### src/hdl/noc_cfg.svh
`ifndef NOC_CFG_SVH
`define NOC_CFG_SVH

//////////////////////////////////////////////////
// mesh geometry
//////////////////////////////////////////////////

// 4 by 4 mesh
`define NOC_X_NODES 4
`define NOC_Y_NODES 4

// bits per coordinate, enough for 4 columns or rows
`define NOC_COORD_W 2

//////////////////////////////////////////////////
// flit and buffer sizing
//////////////////////////////////////////////////

// one flit word
`define NOC_FLIT_W 16

// flit fifo depth, power of two
`define NOC_FIFO_DEPTH 4

//////////////////////////////////////////////////
// default node position
//////////////////////////////////////////////////

// same node as the route reference
`define NOC_NODE_X 0
`define NOC_NODE_Y 1

`endif

### src/hdl/noc_flit_pkg.sv
`include "noc_cfg.svh"

package noc_flit_pkg;

   //////////////////////////////////////////////////
   // flit type, top two bits of every flit
   //////////////////////////////////////////////////

   typedef enum logic [1:0] {
      FLIT_BODY      = 2'b00,
      FLIT_TAIL      = 2'b01,
      FLIT_HEADER    = 2'b10,
      // single flit packet, opens and closes at once
      FLIT_HEAD_TAIL = 2'b11
   } flit_kind_e;

   //////////////////////////////////////////////////
   // flit word, two decodings of the same bits
   //////////////////////////////////////////////////

   typedef union packed {
      // header view, carries the destination
      struct packed {
         flit_kind_e                                  kind;
         logic [`NOC_COORD_W-1:0]                     dest_x;
         logic [`NOC_COORD_W-1:0]                     dest_y;
         logic [`NOC_FLIT_W-3-2*`NOC_COORD_W:0]       payload;
      } hdr;
      // body view, all bits below the kind are data
      struct packed {
         flit_kind_e                                  kind;
         logic [`NOC_FLIT_W-3:0]                      payload;
      } body;
   } flit_u;

endpackage

### src/hdl/noc_port_pkg.sv
`include "noc_cfg.svh"

package noc_port_pkg;

   //////////////////////////////////////////////////
   // output port codes
   //////////////////////////////////////////////////

   // code 0 unused
   typedef enum logic [2:0] {
      PORT_LOCAL = 3'd1,
      PORT_EAST  = 3'd2,
      PORT_NORTH = 3'd3,
      PORT_WEST  = 3'd4,
      PORT_SOUTH = 3'd5
   } out_port_e;

   // width of the one-hot port vectors
   // bit i stands for port code i+1
   localparam int NOC_NUM_PORTS = 5;

   //////////////////////////////////////////////////
   // mesh coordinates
   //////////////////////////////////////////////////

   // x grows to the east
   // y grows to the south
   typedef logic [`NOC_COORD_W-1:0] coord_t;

endpackage

### src/hdl/flit_ingress.sv
`timescale 1ns/100ps

`include "noc_cfg.svh"

module flit_ingress import noc_flit_pkg::*; (
   input  logic                                  clk,
   input  logic                                  rst,
   input  flit_u                                 in_flit,
   input  logic                                  in_valid,
   input  logic [$clog2(`NOC_FIFO_DEPTH):0]      fifo_count,
   output logic                                  in_full,
   output logic                                  drop,
   output flit_u                                 stage_flit,
   output logic                                  stage_push
);

   localparam int CNT_W = $clog2(`NOC_FIFO_DEPTH) + 1;

   logic             in_pkt;
   logic             is_open;
   logic             frame_err;
   logic             accept;
   logic [CNT_W:0]   held;

   //////////////////////////////////////////////////
   // framing check
   //////////////////////////////////////////////////

   // header and head_tail start a packet
   assign is_open = (in_flit.hdr.kind == FLIT_HEADER) ||
                    (in_flit.hdr.kind == FLIT_HEAD_TAIL);

   // opener inside a packet, or body/tail outside one
   assign frame_err = is_open ? in_pkt : !in_pkt;

   assign accept = in_valid && !in_full && !frame_err;

   // fifo contents plus the flit waiting in the stage
   assign held = {1'b0, fifo_count} + {{CNT_W{1'b0}}, stage_push};

   // one slot kept back for the flit the sender may already be driving
   assign in_full = (held >= (CNT_W + 1)'(`NOC_FIFO_DEPTH - 1));

   //////////////////////////////////////////////////
   // control state
   //////////////////////////////////////////////////

   always_ff @(posedge clk) begin
      if (rst) begin
         in_pkt     <= 1'b0;
         stage_push <= 1'b0;
         drop       <= 1'b0;
      end else begin
         stage_push <= accept;
         // discarded flit, pulse one cycle later
         drop       <= in_valid && !accept;
         if (accept) begin
            // header opens, tail closes, head_tail leaves it closed
            case (in_flit.hdr.kind)
               FLIT_HEADER: in_pkt <= 1'b1;
               FLIT_TAIL:   in_pkt <= 1'b0;
               default:     in_pkt <= in_pkt;
            endcase
         end
      end
   end

   // staged flit word
   always_ff @(posedge clk) begin
      if (accept) begin
         stage_flit <= in_flit;
      end
   end

   //////////////////////////////////////////////////
   // checks
   //////////////////////////////////////////////////

   // a flit is either staged or dropped
   a_push_not_drop: assert property (@(posedge clk) disable iff (rst)
      !(stage_push && drop))
      else $error("flit_ingress: stage_push and drop together");

endmodule

### src/hdl/flit_fifo.sv
`timescale 1ns/100ps

`include "noc_cfg.svh"

module flit_fifo import noc_flit_pkg::*; (
   input  logic                                  clk,
   input  logic                                  rst,
   input  logic                                  push,
   input  flit_u                                 push_flit,
   input  logic                                  pop,
   output flit_u                                 head_flit,
   output logic                                  empty,
   output logic [$clog2(`NOC_FIFO_DEPTH):0]      count
);

   localparam int DEPTH = `NOC_FIFO_DEPTH;
   localparam int PTR_W = $clog2(DEPTH);
   localparam int CNT_W = PTR_W + 1;

   flit_u               mem [DEPTH];
   logic [PTR_W-1:0]    wr_ptr;
   logic [PTR_W-1:0]    rd_ptr;
   logic                full;

   assign empty = (count == '0);
   assign full  = (count == CNT_W'(DEPTH));

   // head is read straight from the array
   assign head_flit = mem[rd_ptr];

   //////////////////////////////////////////////////
   // storage
   //////////////////////////////////////////////////

   always_ff @(posedge clk) begin
      if (push) begin
         mem[wr_ptr] <= push_flit;
      end
   end

   //////////////////////////////////////////////////
   // pointers and occupancy
   //////////////////////////////////////////////////

   // pointers wrap on their own, depth is a power of two
   always_ff @(posedge clk) begin
      if (rst) begin
         wr_ptr <= '0;
         rd_ptr <= '0;
         count  <= '0;
      end else begin
         if (push) begin
            wr_ptr <= wr_ptr + PTR_W'(1);
         end
         if (pop) begin
            rd_ptr <= rd_ptr + PTR_W'(1);
         end
         // push with pop leaves the count alone
         case ({push, pop})
            2'b10:   count <= count + CNT_W'(1);
            2'b01:   count <= count - CNT_W'(1);
            default: count <= count;
         endcase
      end
   end

   //////////////////////////////////////////////////
   // checks
   //////////////////////////////////////////////////

   // ingress holds back a slot, so full plus push is a bug upstream
   a_no_overflow: assert property (@(posedge clk) disable iff (rst)
      !(push && full))
      else $error("flit_fifo: push while full");

   // steering only pops a valid head
   a_no_underflow: assert property (@(posedge clk) disable iff (rst)
      !(pop && empty))
      else $error("flit_fifo: pop while empty");

endmodule

### src/hdl/xy_route_unit.sv
`timescale 1ns/100ps

`include "noc_cfg.svh"

module xy_route_unit import noc_port_pkg::*; (
   input  coord_t     dest_x,
   input  coord_t     dest_y,
   input  coord_t     node_x,
   input  coord_t     node_y,
   output out_port_e  port
);

   // one extra bit for the sign
   logic signed [`NOC_COORD_W:0] xdiff;
   logic signed [`NOC_COORD_W:0] ydiff;

   //////////////////////////////////////////////////
   // offsets from this node
   //////////////////////////////////////////////////

   assign xdiff = $signed({1'b0, dest_x}) - $signed({1'b0, node_x});
   assign ydiff = $signed({1'b0, dest_y}) - $signed({1'b0, node_y});

   //////////////////////////////////////////////////
   // dimension order, x first then y
   //////////////////////////////////////////////////

   always_comb begin
      if (xdiff > 0) begin
         port = PORT_EAST;
      end else if (xdiff < 0) begin
         port = PORT_WEST;
      end else if (ydiff > 0) begin
         // same column, y grows to the south
         port = PORT_SOUTH;
      end else if (ydiff < 0) begin
         port = PORT_NORTH;
      end else begin
         // arrived
         port = PORT_LOCAL;
      end
   end

   //////////////////////////////////////////////////
   // checks
   //////////////////////////////////////////////////

   // legal code out
   always_comb begin
      assert (port inside {PORT_LOCAL, PORT_EAST, PORT_NORTH, PORT_WEST, PORT_SOUTH})
         else $error("xy_route_unit: illegal port code");
   end

endmodule

### src/hdl/output_steer.sv
`timescale 1ns/100ps

module output_steer import noc_flit_pkg::*, noc_port_pkg::*; (
   input  logic                          clk,
   input  logic                          rst,
   input  flit_u                         head_flit,
   input  logic                          empty,
   output logic                          pop,
   input  coord_t                        node_x,
   input  coord_t                        node_y,
   input  logic [NOC_NUM_PORTS-1:0]      out_stall,
   output flit_u                         out_flit,
   output logic [NOC_NUM_PORTS-1:0]      out_valid
);

   out_port_e                    route_port;
   out_port_e                    sel_port;
   out_port_e                    hold_port;
   logic                         hold_active;
   logic [NOC_NUM_PORTS-1:0]     sel_onehot;
   logic                         head_is_hdr;
   logic                         head_is_last;
   logic                         consume;
   logic                         out_free;

   //////////////////////////////////////////////////
   // route lookup for the fifo head
   //////////////////////////////////////////////////

   xy_route_unit i_xy_route_unit (
      .dest_x (head_flit.hdr.dest_x),
      .dest_y (head_flit.hdr.dest_y),
      .node_x (node_x),
      .node_y (node_y),
      .port   (route_port)
   );

   assign head_is_hdr  = (head_flit.hdr.kind == FLIT_HEADER) ||
                         (head_flit.hdr.kind == FLIT_HEAD_TAIL);
   assign head_is_last = (head_flit.body.kind == FLIT_TAIL) ||
                         (head_flit.body.kind == FLIT_HEAD_TAIL);

   // openers route, the rest follow the held port
   assign sel_port = head_is_hdr ? route_port : hold_port;

   // code to one-hot, bit i is code i+1
   always_comb begin
      sel_onehot = '0;
      for (int i = 0; i < NOC_NUM_PORTS; i++) begin
         if (int'(sel_port) == i + 1) begin
            sel_onehot[i] = 1'b1;
         end
      end
   end

   //////////////////////////////////////////////////
   // handshake with the receivers
   //////////////////////////////////////////////////

   // taken when its port is not stalled
   assign consume  = |(out_valid & ~out_stall);
   assign out_free = ~|out_valid | consume;
   assign pop      = !empty && out_free;

   //////////////////////////////////////////////////
   // output and wormhole registers
   //////////////////////////////////////////////////

   always_ff @(posedge clk) begin
      if (rst) begin
         out_valid   <= '0;
         hold_port   <= PORT_LOCAL;
         hold_active <= 1'b0;
      end else if (pop) begin
         out_valid <= sel_onehot;
         if (head_is_last) begin
            // tail or head_tail frees the port
            hold_active <= 1'b0;
         end else if (head_is_hdr) begin
            hold_active <= 1'b1;
            hold_port   <= route_port;
         end
      end else if (consume) begin
         out_valid <= '0;
      end
   end

   // flit word, loaded with each pop
   always_ff @(posedge clk) begin
      if (pop) begin
         out_flit <= head_flit;
      end
   end

   //////////////////////////////////////////////////
   // checks
   //////////////////////////////////////////////////

   a_valid_onehot: assert property (@(posedge clk) disable iff (rst)
      $onehot0(out_valid))
      else $error("output_steer: more than one out_valid bit");

   // stalled flit stays put
   a_stall_hold: assert property (@(posedge clk) disable iff (rst)
      |(out_valid & out_stall) |=> (out_valid == $past(out_valid)) &&
                                   (out_flit == $past(out_flit)))
      else $error("output_steer: flit changed under stall");

   // body and tail only inside a packet, ingress framing guarantees it
   a_body_in_worm: assert property (@(posedge clk) disable iff (rst)
      (pop && !head_is_hdr) |-> hold_active)
      else $error("output_steer: body flit with no held port");

endmodule

### src/hdl/router_node.sv
`timescale 1ns/100ps

`include "noc_cfg.svh"

module router_node import noc_flit_pkg::*, noc_port_pkg::*; #(
   parameter coord_t NODE_X = `NOC_NODE_X,
   parameter coord_t NODE_Y = `NOC_NODE_Y
) (
   input  logic                          clk,
   input  logic                          rst,
   input  flit_u                         in_flit,
   input  logic                          in_valid,
   output logic                          in_full,
   output logic                          drop,
   output flit_u                         out_flit,
   output logic [NOC_NUM_PORTS-1:0]      out_valid,
   input  logic [NOC_NUM_PORTS-1:0]      out_stall
);

   // ingress to fifo
   flit_u                                stage_flit;
   logic                                 stage_push;
   logic [$clog2(`NOC_FIFO_DEPTH):0]     fifo_count;

   // fifo to steering
   flit_u                                head_flit;
   logic                                 fifo_empty;
   logic                                 pop;

   //////////////////////////////////////////////////
   // input side
   //////////////////////////////////////////////////

   flit_ingress i_flit_ingress (
      .clk        (clk),
      .rst        (rst),
      .in_flit    (in_flit),
      .in_valid   (in_valid),
      .fifo_count (fifo_count),
      .in_full    (in_full),
      .drop       (drop),
      .stage_flit (stage_flit),
      .stage_push (stage_push)
   );

   flit_fifo i_flit_fifo (
      .clk       (clk),
      .rst       (rst),
      .push      (stage_push),
      .push_flit (stage_flit),
      .pop       (pop),
      .head_flit (head_flit),
      .empty     (fifo_empty),
      .count     (fifo_count)
   );

   //////////////////////////////////////////////////
   // output side
   //////////////////////////////////////////////////

   output_steer i_output_steer (
      .clk       (clk),
      .rst       (rst),
      .head_flit (head_flit),
      .empty     (fifo_empty),
      .pop       (pop),
      .node_x    (NODE_X),
      .node_y    (NODE_Y),
      .out_stall (out_stall),
      .out_flit  (out_flit),
      .out_valid (out_valid)
   );

endmodule

### config.mk
export PLATFORM = sky130hd
export DESIGN_NAME = router_node
export DESIGN_NICKNAME = d
export VERILOG_FILES = /design/src/hdl/noc_flit_pkg.sv /design/src/hdl/noc_port_pkg.sv /design/src/hdl/flit_ingress.sv /design/src/hdl/flit_fifo.sv /design/src/hdl/xy_route_unit.sv /design/src/hdl/output_steer.sv /design/src/hdl/router_node.sv
export VERILOG_INCLUDE_DIRS = /design/src /design/src/hdl
export SDC_FILE = /design/constraint.sdc
export NUM_CORES = 1
export LEC_CHECK = 0
export BUFFER_PORTS_ARGS = -buffer_cell sky130_fd_sc_hd__buf_2
export CAP_MARGIN = 20
export CELL_PAD_IN_SITES_DETAIL_PLACEMENT = 2
export CELL_PAD_IN_SITES_GLOBAL_PLACEMENT = 2
export CORE_MARGIN = 10
export CORE_UTILIZATION = 45
export CTS_BUF_LIST = sky130_fd_sc_hd__clkbuf_4 sky130_fd_sc_hd__clkbuf_8
export DETAILED_ROUTE_END_ITERATION = 12
export PLACE_DENSITY = 0.84
export SYNTH_ARGS = -nofsm -noshare
export SYNTH_HDL_FRONTEND = slang
export SYNTH_HIERARCHICAL = 1
export SYNTH_SLANG_ARGS = --single-unit
### constraint.sdc
create_clock -name clk -period 4.2 [get_ports clk]
set_input_delay 0 -clock clk [delete_from_list [all_inputs] [get_ports clk]]
set_output_delay 0 -clock clk [all_outputs]
set_load 0.05 [all_outputs]
==> results.py, run 1 <==
metrics = {
    "floorplanning": {
        "die_w_um": 121,
        "num_rows": 36,
        "core_area_um2": 9820,
        "initial_core_util": 0.465,
        "dieArea_um2": 14600,
        "io_pins": 47,
        "fp.dieH_um": 121,
    },
    "cts": {
        "cts-hold-fix-buffers": 18,
        "htree_num_levels": 4,
        "clock_path_buffers": 2,
        "clock_latency_ns": 0.43,
        "cts_made_buffers": 17,
        "cts_tree": "done",
        "clkSlewWorstSetupHoldPaths_ns": 0.09,
        "cts_setup_buffers": 0,
        "root_buffer": "clkbuf_8",
        "postCtsResizedCells": 0,
        "cts.sinks": 116,
    },
    "sta": {
        "worst_pin_slew_ns": 0.996,
        "skew_ns": 0.0125,
        "setup_violations": 0,
        "fmax_ghz": 0.326,
        "setup-tns-final_ns": 0,
        "period_share": 0.731,
        "rsz0062_at_grt": "false",
        "min_period_ns": 3.07,
        "finalHoldViolCount": 0,
        "drv_slew": 0,
        "slew_headroom": 0.336,
    },
    "setup_path": {
        "rrSetupSlack_ns": 1.13,
        "path_common_cell": "inv_1",
        "worstReg2RegEnd": "i_output_steer/out_valid[2]",
        "startpoint_type": "flop",
        "worstPathRequired_ns": 4.57,
        "path_max_fanout": 7,
        "crit_chain": "mux4_1 > inv_1 > ha_1 > inv_1 > fa_1 > nor2b_1 > o21ai_1 > a211oi_1 > a32o_1",
        "crit_arrival_ns": 3.45,
        "end_kind": "flop",
        "critPathKind": "reg -> reg",
        "ff2ff_path_depth": 9,
        "setup.worst_path.end": "i_output_steer/out_valid[2]",
        "crit_path_top_delay_cell": "mux4_1",
        "cp_slowest_stage_delay_ns": 0.64,
    },
    "drt": {
        "wire_per_inst_um": 25.2,
        "top_layer_used": "met4",
        "drt_iter0_drc": 140,
        "drt-met1-wl_mm": 4.84,
        "via_count": 2547,
        "vias_per_cell": 5.27,
        "dr.pass1.iters": 4,
        "met3WireLength_um": 372,
        "drc_errors": 0,
        "met2_length_mm": 6.89,
        "drt-total-wl_mm": 12.2,
        "antenna_left": 0,
    },
    "yosys": {
        "syn_area_um2": 4570,
        "synth-edff-count": 96,
        "avgSynthCellArea_um2": 17.9,
        "synthArstFlopShare": 0,
        "synthDistinctLibCells": 45,
        "ys_ff_latch": 116,
        "synthFlopType": "edfxtp_1",
        "yosysWarnings": 6,
        "yosysSeqAreaShare": 0.719,
        "syn_inst": 255,
    },
    "pwr": {
        "power_density_nw_per_um2": 689,
        "power_leakage_uw": 0.00200,
        "vdd_drop_max_v": 0.000268,
    },
    "layout": {
        "fin_area_um2": 5520,
        "antenna_cells": 0,
        "final_common_cell": "edfxtp_1",
        "final_cell_mix": "edfxtp_1 (96), buf_2 (46), dfxtp_1 (20)",
        "layout-area-overhead-vs-synth_pct": 20.9,
        "final_layout_size_suffix_gt1_frac": 0.294,
        "nNetsFinal": 376,
        "finalNonFillerCells": 483,
    },
    "placement": {
        "routabilityCongestion": 0.754,
        "dp.cells": 433,
        "dp_hpwl_mm": 7.62,
        "io_buffers": 46,
        "placed_cell_area_um2": 4960,
    },
    "global_route": {
        "grt_pass1_vias": 2969,
        "grt_pass1_wl_mm": 18.8,
        "globalRouteOverflowTotal": 0,
        "grt_max_degree": 24,
        "track_usage": 0.176,
        "antenna_found_initial": 0,
    },
    "status": {
        "status": "finished, final reports clean",
    },
    "hold_path": {
        "min_path_type": "in -> reg",
    },
    "job": {
        "drv_cap": 0,
    },
}
-- worst max-delay path: cells and delay by family, from the launching register on --
family | cells | cell delay (ns)
AO/OA/AOI/OAI | 3 | 0.94
adder cells (fa/ha/maj) | 2 | 0.57
buffers and inverters | 2 | 0.14
flip-flops | 1 | 0.59
multiplexers | 1 | 0.64
AND/OR/NAND/NOR | 1 | 0.14
-- layer usage --
| metal | global-route usage | up-vias |
|---|---|---|
| met4 | 0.0588 | 0 |
| met1 | 0.202 | 1351 |
| li1 | - | 1133 |
| met3 | 0.0377 | 6 |
| met5 | 0 | - |
| met2 | 0.319 | 57 |
-- state kept, by name, summed over array words and instances, names as in the netlist, named ones only --
| name | flops |
|---|---|
| i_flit_ingress/stage_flit | 16 |
| i_output_steer/hold_port | 3 |
| i_flit_ingress/stage_push | 1 |
| i_output_steer/out_flit | 16 |
| i_flit_fifo/count | 3 |
| i_output_steer/out_valid | 5 |
| i_flit_fifo/mem | 64 |
| i_flit_ingress/drop | 1 |
| i_flit_ingress/in_pkt | 1 |
| i_flit_fifo/rd_ptr | 2 |
| i_flit_fifo/wr_ptr | 2 |
-- per-stage QoR --
| step | utilization | total power [uW] | hold WS (ns) | setup WS (ns) |
|---|---|---|---|---|
| global placement | 0.505 | 2700 | 0.177 | 1.41 |
| finish | 0.563 | 3800 | 0.271 | 1.13 |
| CTS | 0.563 | 3840 | 0.208 | 1.12 |
| floorplan | - | 2440 | 0.0761 | 0.545 |
| global route | 0.563 | 3990 | 0.274 | 0.928 |
| detailed placement | 0.505 | 2790 | 0.179 | 1.18 |
-- synthesized netlist by cell type, drive strengths merged (2+ instances only) --
master	n	area [um^2]
a211oi	2	15.0
nand3b	2	27.5
o21ai	4	20.0
nor2b	4	25.0
and2	7	43.8
fa	3	60.1
mux2	3	37.5
xor2	3	26.3
or3	2	12.5
dfxtp	20	400
ha	12	150
nand2	3	11.3
inv	18	67.6
mux4	16	383
a21oi	3	18.8
a32o	5	50.1
a31oi	2	12.5
nor3	3	15.0
edfxtp	96	2880
and3b	2	18.8
mux2i	5	50.1
nor2	17	63.8
conb	2	7.51
xnor2	2	17.5
nand2b	3	18.8
buf	6	50.0
-- how the worst min path moves through the flow --
stage / start / end / slack, ns / cells after the start
after floorplan: rst / i_flit_ingress/drop / 0.08 / 1
after global placement: in_flit[8] / i_flit_ingress/stage_flit[8] / 0.18 / 1
after detailed placement: in_flit[3] / i_flit_ingress/stage_flit[3] / 0.18 / 1
after CTS: out_stall[2] / i_output_steer/hold_port[2] / 0.21 / 5
after global routing: in_flit[4] / i_flit_ingress/stage_flit[4] / 0.27 / 2
final: out_stall[2] / i_output_steer/hold_port[2] / 0.27 / 5
-- cells by family (layout without fill, tap and decap cells) --
family | Yosys count | after routing | share of synthesized area
adders and majority gates | 15 | 15 | 0.0460
muxes | 24 | 24 | 0.103
other | 2 | 4 | 0.00164
DFF | 116 | 116 | 0.719
AOI/OAI and AO/OA | 21 | 21 | 0.0361
buffers and inverters | 26 | 119 | 0.0277
xor gates and xnor gates | 5 | 5 | 0.00959
and+or+nand+nor | 46 | 46 | 0.0575
-- where the power goes --
group	switching [uW]	total [uW]	leakage, uW	internal [uW]
clock	529	1010	0.000184	484
sequential	113	1590	0.00104	1480
combinational	843	1200	0.000778	354
total	1490	3800	0.00200	2320
-- final cells by class --
cell class / count / area (um^2)
Clock buffer: 17 / 234
Clock inverter: 15 / 149
Fill cell: 894 / 4300
Inverter: 19 / 72.6
Multi-Input combinational cell: 115 / 1180
Sequential cell: 116 / 3280
Tap cell: 133 / 166
Timing Repair Buffer: 68 / 440
(Power assumes the default switching activity.)
==> inputs of run 2 (changes only) <==
--- a/config.mk
+++ b/config.mk
@@ -11,10 +11,10 @@
 export CELL_PAD_IN_SITES_DETAIL_PLACEMENT = 2
 export CELL_PAD_IN_SITES_GLOBAL_PLACEMENT = 2
 export CORE_MARGIN = 10
-export CORE_UTILIZATION = 45
+export CORE_UTILIZATION = 41
 export CTS_BUF_LIST = sky130_fd_sc_hd__clkbuf_4 sky130_fd_sc_hd__clkbuf_8
 export DETAILED_ROUTE_END_ITERATION = 12
-export PLACE_DENSITY = 0.84
+export PLACE_DENSITY = 0.81
 export SYNTH_ARGS = -nofsm -noshare
 export SYNTH_HDL_FRONTEND = slang
 export SYNTH_HIERARCHICAL = 1
==> constraint.sdc (replaced) <==
create_clock -name clk -period 2.7 [get_ports clk]
set_input_delay 0 -clock clk [delete_from_list [all_inputs] [get_ports clk]]
set_output_delay 0 -clock clk [all_outputs]
set_load 0.05 [all_outputs]
==> results.py, run 2 (synthesized netlist as in run 1, its figures left out) <==
metrics = {
    "setup_path": {
        "critPathKind": "reg -> reg",
        "worstPathRequired_ns": 3.01,
        "path_max_fanout": 5,
        "startpoint_type": "flop",
        "end_kind": "flop",
        "crit_arrival_ns": 2.90,
    },
    "placement": {
        "dp.cells": 444,
        "dp_worst_setup_slack_ns": -0.0418,
        "placed_cell_area_um2": 5010,
        "routabilityCongestion": 0.730,
        "dp_hpwl_mm": 7.15,
        "io_buffers": 46,
    },
    "sta": {
        "fin_ws_ns": 0.109,
        "skew_ns": 0.0165,
        "slew_headroom": 0.331,
        "drv_slew": 0,
        "fmax_ghz": 0.386,
        "setup_violations": 0,
        "finalHoldViolCount": 0,
        "worst_pin_slew_ns": 1.00,
        "period_share": 0.959,
        "min_period_ns": 2.59,
        "rsz0062_at_grt": "false",
    },
    "cts": {
        "htree_num_levels": 4,
        "cts_made_buffers": 17,
        "clock_path_buffers": 2,
        "cts.sinks": 116,
        "clkSlewWorstSetupHoldPaths_ns": 0.09,
        "cts_tree": "done",
        "root_buffer": "clkbuf_8",
        "clock_latency_ns": 0.43,
    },
    "hold_path": {
        "min_path_type": "in -> reg",
    },
    "layout": {
        "nNetsFinal": 380,
        "layout-area-overhead-vs-synth_pct": 22.9,
        "fin_area_um2": 5620,
        "final_cell_mix": "edfxtp_1 (96), buf_2 (46), dlygate4sd3_1 (18), inv_1 (18)",
        "top_register": "i_flit_fifo/mem",
        "antenna_cells": 0,
        "final_common_cell": "edfxtp_1",
        "largest_registers": "i_flit_fifo/mem: 64 flops, i_flit_ingress/stage_flit: 16 flops, i_output_steer/out_flit: 16 flops",
        "finalNonFillerCells": 494,
        "final_layout_size_suffix_gt1_frac": 0.328,
        "largest_reg_flops": 64,
    },
    "floorplanning": {
        "num_rows": 38,
        "dieArea_um2": 15800,
        "fp.dieH_um": 126,
        "initial_core_util": 0.420,
        "die_w_um": 126,
        "io_pins": 47,
        "core_area_um2": 10900,
    },
    "drt": {
        "drt-total-wl_mm": 11.6,
        "drt_iter0_drc": 136,
        "via_count": 2527,
        "antenna_left": 0,
        "wire_per_inst_um": 23.5,
        "drc_errors": 0,
        "dr.pass1.iters": 4,
        "vias_per_cell": 5.12,
    },
    "global_route": {
        "globalRouteOverflowTotal": 0,
        "antenna_found_initial": 1,
        "track_usage": 0.150,
        "grt_pass1_wl_mm": 17.7,
        "grt_pass1_vias": 2911,
        "grt_max_degree": 24,
    },
    "job": {
        "drv_cap": 0,
    },
    "pwr": {
        "power_density_nw_per_um2": 1090,
        "power_leakage_uw": 0.00203,
        "vdd_drop_max_v": 0.000508,
    },
    "status": {
        "status": "finished, final reports clean",
    },
}
==> run 2: cell types whose count changed in the layout (fill, tap and decap cells not counted), moves of 2 or more <==
| cell | previous run | this run |
|---|---|---|
| clkinv_4 | 2 | 6 |
| dfxtp_1 | 20 | 14 |
| inv_6 | 5 | 1 |
| mux4_2 | 10 | 12 |
| mux4_1 | 6 | 4 |
| bufinv_16 | 1 | 3 |
| inv_8 | 2 | 0 |
| dfxtp_2 | 0 | 6 |
| buf_4 | 4 | 7 |
==> run 2: worst max-delay path, cell delays in order, from the launching register on <==
cell and delay, ns:
dfxtp_2 0.41, mux4_2 0.54, inv_1 0.09, ha_1 0.15, inv_1 0.06, fa_1 0.42
nor2b_1 0.14, o21ai_1 0.13, nand3b_1 0.10, o21ai_0 0.14, a32o_1 0.30
==> run 2: repair_timing <==
action	CTS	global route
pin swaps	0	1
hold endpoints to repair	20	0
setup endpoints to repair	6	6
buffers inserted	0	0
resized for setup	3	3
hold buffers	18	0
==> run 2: worst paths after layout <==
kind,slack [ns],cells past startpoint,end,start
min,0.27,2,i_flit_ingress/stage_flit[0],in_flit[0]
min reg2reg,0.50,2,i_output_steer/hold_port[2],i_output_steer/hold_port[2]
max,0.11,10,i_output_steer/out_valid[3],flop
max reg2reg,0.11,10,i_output_steer/out_valid[3],flop
==> run 2: layout make-up <==
| type | count | area (um^2) |
|---|---|---|
| fill | 994 | 5270 |
| tap | 140 | 175 |
| timing repair buffer | 72 | 474 |
| clock inverter | 15 | 183 |
| inverter | 19 | 72.6 |
| sequential | 116 | 3290 |
| multi-input combinational | 115 | 1190 |
| clock buffer | 17 | 234 |
==> run 2: metrics by stage <==
stage / TNS (ns) / utilization / power, uW / hold WS, ns
detailed placement: -0.0964 / 0.461 / 4370 / 0.179
global placement: 0 / 0.461 / 4270 / 0.176
global route: 0 / 0.516 / 6370 / 0.257
floorplan: 0 / - / 3830 / 0.0761
CTS: 0 / 0.516 / 6160 / 0.244
finish: 0 / 0.516 / 6100 / 0.270
==> run 2: per-layer routing <==
layer / vias up / share of wire / global-route usage
met3: 17 / 0.040 / 0.0393
li1: 1140 / - / -
met1: 1307 / 0.41 / 0.161
met4: 2 / 0.019 / 0.0644
met2: 61 / 0.53 / 0.271
met5: - / 0.0011 / 0
==> run 2: power by group <==
group | internal (uW) | leakage (uW) | switching, uW
combinational | 599 | 0.000791 | 1330
clock | 918 | 0.000200 | 781
sequential | 2310 | 0.00104 | 165
total | 3820 | 0.00203 | 2270
==> inputs of run 3 (changes only) <==
--- a/config.mk
+++ b/config.mk
@@ -10,11 +10,12 @@
 export CAP_MARGIN = 20
 export CELL_PAD_IN_SITES_DETAIL_PLACEMENT = 2
 export CELL_PAD_IN_SITES_GLOBAL_PLACEMENT = 2
+export CORE_ASPECT_RATIO = 1.5
 export CORE_MARGIN = 10
-export CORE_UTILIZATION = 41
+export CORE_UTILIZATION = 45
 export CTS_BUF_LIST = sky130_fd_sc_hd__clkbuf_4 sky130_fd_sc_hd__clkbuf_8
 export DETAILED_ROUTE_END_ITERATION = 12
-export PLACE_DENSITY = 0.81
+export PLACE_DENSITY = 0.84
 export SYNTH_ARGS = -nofsm -noshare
 export SYNTH_HDL_FRONTEND = slang
 export SYNTH_HIERARCHICAL = 1
==> constraint.sdc (replaced) <==
create_clock -name clk -period 2.8 [get_ports clk]
set_input_delay 0 -clock clk [delete_from_list [all_inputs] [get_ports clk]]
set_output_delay 0 -clock clk [all_outputs]
set_load 0.05 [all_outputs]
==> results.py, run 3 (synthesized netlist as in run 1, its figures left out) <==
metrics = {
    "status": {
        "status": "finished, final reports clean",
    },
    "setup_path": {
        "cp_slowest_stage_delay_ns": 0.62,
        "path_common_cell": "inv_1",
        "ff2ff_path_depth": 9,
        "path_max_fanout": 6,
        "cp_num_buf_inv": 2,
        "crit_arrival_ns": 3.03,
        "critPathTopFamily": "compound AO/OA/AOI/OAI gates",
        "end_kind": "flop",
        "worstReg2RegEnd": "i_output_steer/out_valid[1]",
        "worstPathRequired_ns": 3.13,
        "startpoint_type": "flop",
        "crit_path_top_delay_cell": "mux4_1",
        "critPathKind": "reg -> reg",
        "crit_chain": "mux4_1 > inv_1 > ha_1 > inv_1 > fa_1 > nor2b_1 > o21ai_1 > a211oi_2 > a32o_1",
        "rrSetupSlack_ns": 0.10,
    },
    "layout": {
        "top_register": "i_flit_fifo/mem",
        "largest_registers": "i_flit_fifo/mem: 64 flops, i_flit_ingress/stage_flit: 16 flops, i_output_steer/out_flit: 16 flops",
        "largest_reg_flops": 64,
        "antenna_cells": 0,
        "final_common_cell": "edfxtp_1",
        "layout-area-overhead-vs-synth_pct": 22.1,
        "finalNonFillerCells": 470,
        "fin_area_um2": 5580,
        "nFillCells": 856,
        "final-seq-area_um2": 3290,
        "multi_input_area_um2": 1200,
        "final_cell_mix": "edfxtp_1 (96), buf_2 (46), dlygate4sd3_1 (18), inv_1 (18)",
        "final_layout_size_suffix_gt1_frac": 0.314,
        "nNetsFinal": 379,
    },
    "global_route": {
        "grt_pass1_wl_mm": 19.6,
        "antenna_found_initial": 0,
        "globalRouteOverflowTotal": 0,
        "grt_max_degree": 24,
        "grt_pass1_vias": 3031,
        "track_usage": 0.188,
    },
    "placement": {
        "routabilityCongestion": 0.684,
        "dp_worst_setup_slack_ns": -0.0395,
        "placed_cell_area_um2": 4970,
        "io_buffers": 46,
        "dp_hpwl_mm": 7.28,
        "dp.cells": 420,
    },
    "drt": {
        "via_count": 2594,
        "drt_iter0_drc": 151,
        "drt-total-wl_mm": 12.8,
        "antenna_left": 0,
        "dr.pass1.iters": 4,
        "vias_per_cell": 5.52,
        "wire_per_inst_um": 27.2,
        "drc_errors": 0,
    },
    "sta": {
        "fmax_ghz": 0.371,
        "worst_pin_slew_ns": 0.991,
        "fin_ws_ns": 0.105,
        "period_share": 0.963,
        "finalHoldViolCount": 0,
        "slew_headroom": 0.340,
        "hold-worst-slack_ns": 0.230,
        "rsz0062_at_grt": "false",
        "drv_slew": 0,
        "min_period_ns": 2.70,
        "skew_ns": 0.0189,
        "setup_violations": 0,
    },
    "pwr": {
        "p_total_uw": 5900,
        "power_leakage_uw": 0.00204,
        "power_density_nw_per_um2": 1060,
        "vdd_drop_max_v": 0.000862,
    },
    "hold_path": {
        "worstHoldStart": "out_stall[4]",
        "min_path_type": "in -> reg",
        "hold_end": "i_output_steer/hold_port[2]",
        "hold_depth": 5,
    },
    "cts": {
        "clkSlewWorstSetupHoldPaths_ns": 0.09,
        "htree_num_levels": 4,
        "cts.sinks": 116,
        "cts_setup_buffers": 0,
        "clock_latency_ns": 0.45,
        "cts_made_buffers": 17,
        "clock_path_buffers": 2,
        "cts_tree": "done",
        "root_buffer": "clkbuf_8",
    },
    "floorplanning": {
        "num_rows": 45,
        "io_pins": 47,
        "initial_core_util": 0.456,
        "core_area_um2": 10000,
        "fp.dieH_um": 143,
        "die_w_um": 102,
        "dieArea_um2": 14700,
    },
    "job": {
        "drv_cap": 0,
    },
}
run 3: cell types whose count changed in the layout (fill, tap and decap cells not counted), sizes merged:
cell,before,now
clkinv,8,4
clkinvlp,4,2
inv,19,28
buf,54,53
bufinv,3,0
run 3: repair_timing:
item                       CTS  global route
setup endpoints to repair    4             2
gates resized for setup      2             1
hold endpoints to repair    23             0
cloned                       0             0
hold buffers                18             0
run 3: area by class of cell:
class                   count  area share
flip-flops and latches    116       0.589
multi-input cells         115       0.214
repair buffers             71      0.0830
clock buffers              17      0.0419
clock inverters            15      0.0323
well taps                 117      0.0262
inverters                  19      0.0130
run 3: tightest hold or removal path, cell delays in order:
cell	delay (ns)
buf_2	0.09
inv_1	0.05
a222oi_1	0.17
a31oi_1	0.24
mux2i_1	0.09
run 3: stage by stage:
step | TNS, ns | util
6_report | 0 | 0.557
5_1_grt | 0 | 0.557
4_1_cts | 0 | 0.556
3_5_place_dp | -0.110 | 0.496
3_3_place_gp | 0 | 0.496
2_1_floorplan | 0 | -
run 3: where the power goes:
| part | total (uW) | leakage, uW | internal [uW] | switching [uW] |
|---|---|---|---|---|
| Sequential | 2390 | 0.00104 | 2220 | 167 |
| Clock | 1620 | 0.000207 | 692 | 930 |
| Combinational | 1890 | 0.000793 | 567 | 1320 |
run 3: routing by layer:
metal | routed length [um] | vias to the layer above | global-route usage
met3 | 505 | 25 | 0.0471
met2 | 7060 | 82 | 0.337
met4 | 349 | 0 | 0.0797
met1 | 4880 | 1348 | 0.203
met5 | 0 | - | 0
li1 | - | 1139 | -
run 3: worst max path at each step:
stage	endpoint	slack (ns)	cells after the start
floorplan	i_flit_fifo/count[2]	0.02	8
global placement	i_output_steer/out_valid[1]	0.23	9
detailed placement	i_output_steer/out_valid[1]	-0.04	9
CTS	i_output_steer/hold_port[1]	0.08	7
global route	i_output_steer/out_valid[1]	0.007	9
finish	i_output_steer/out_valid[1]	0.10	9
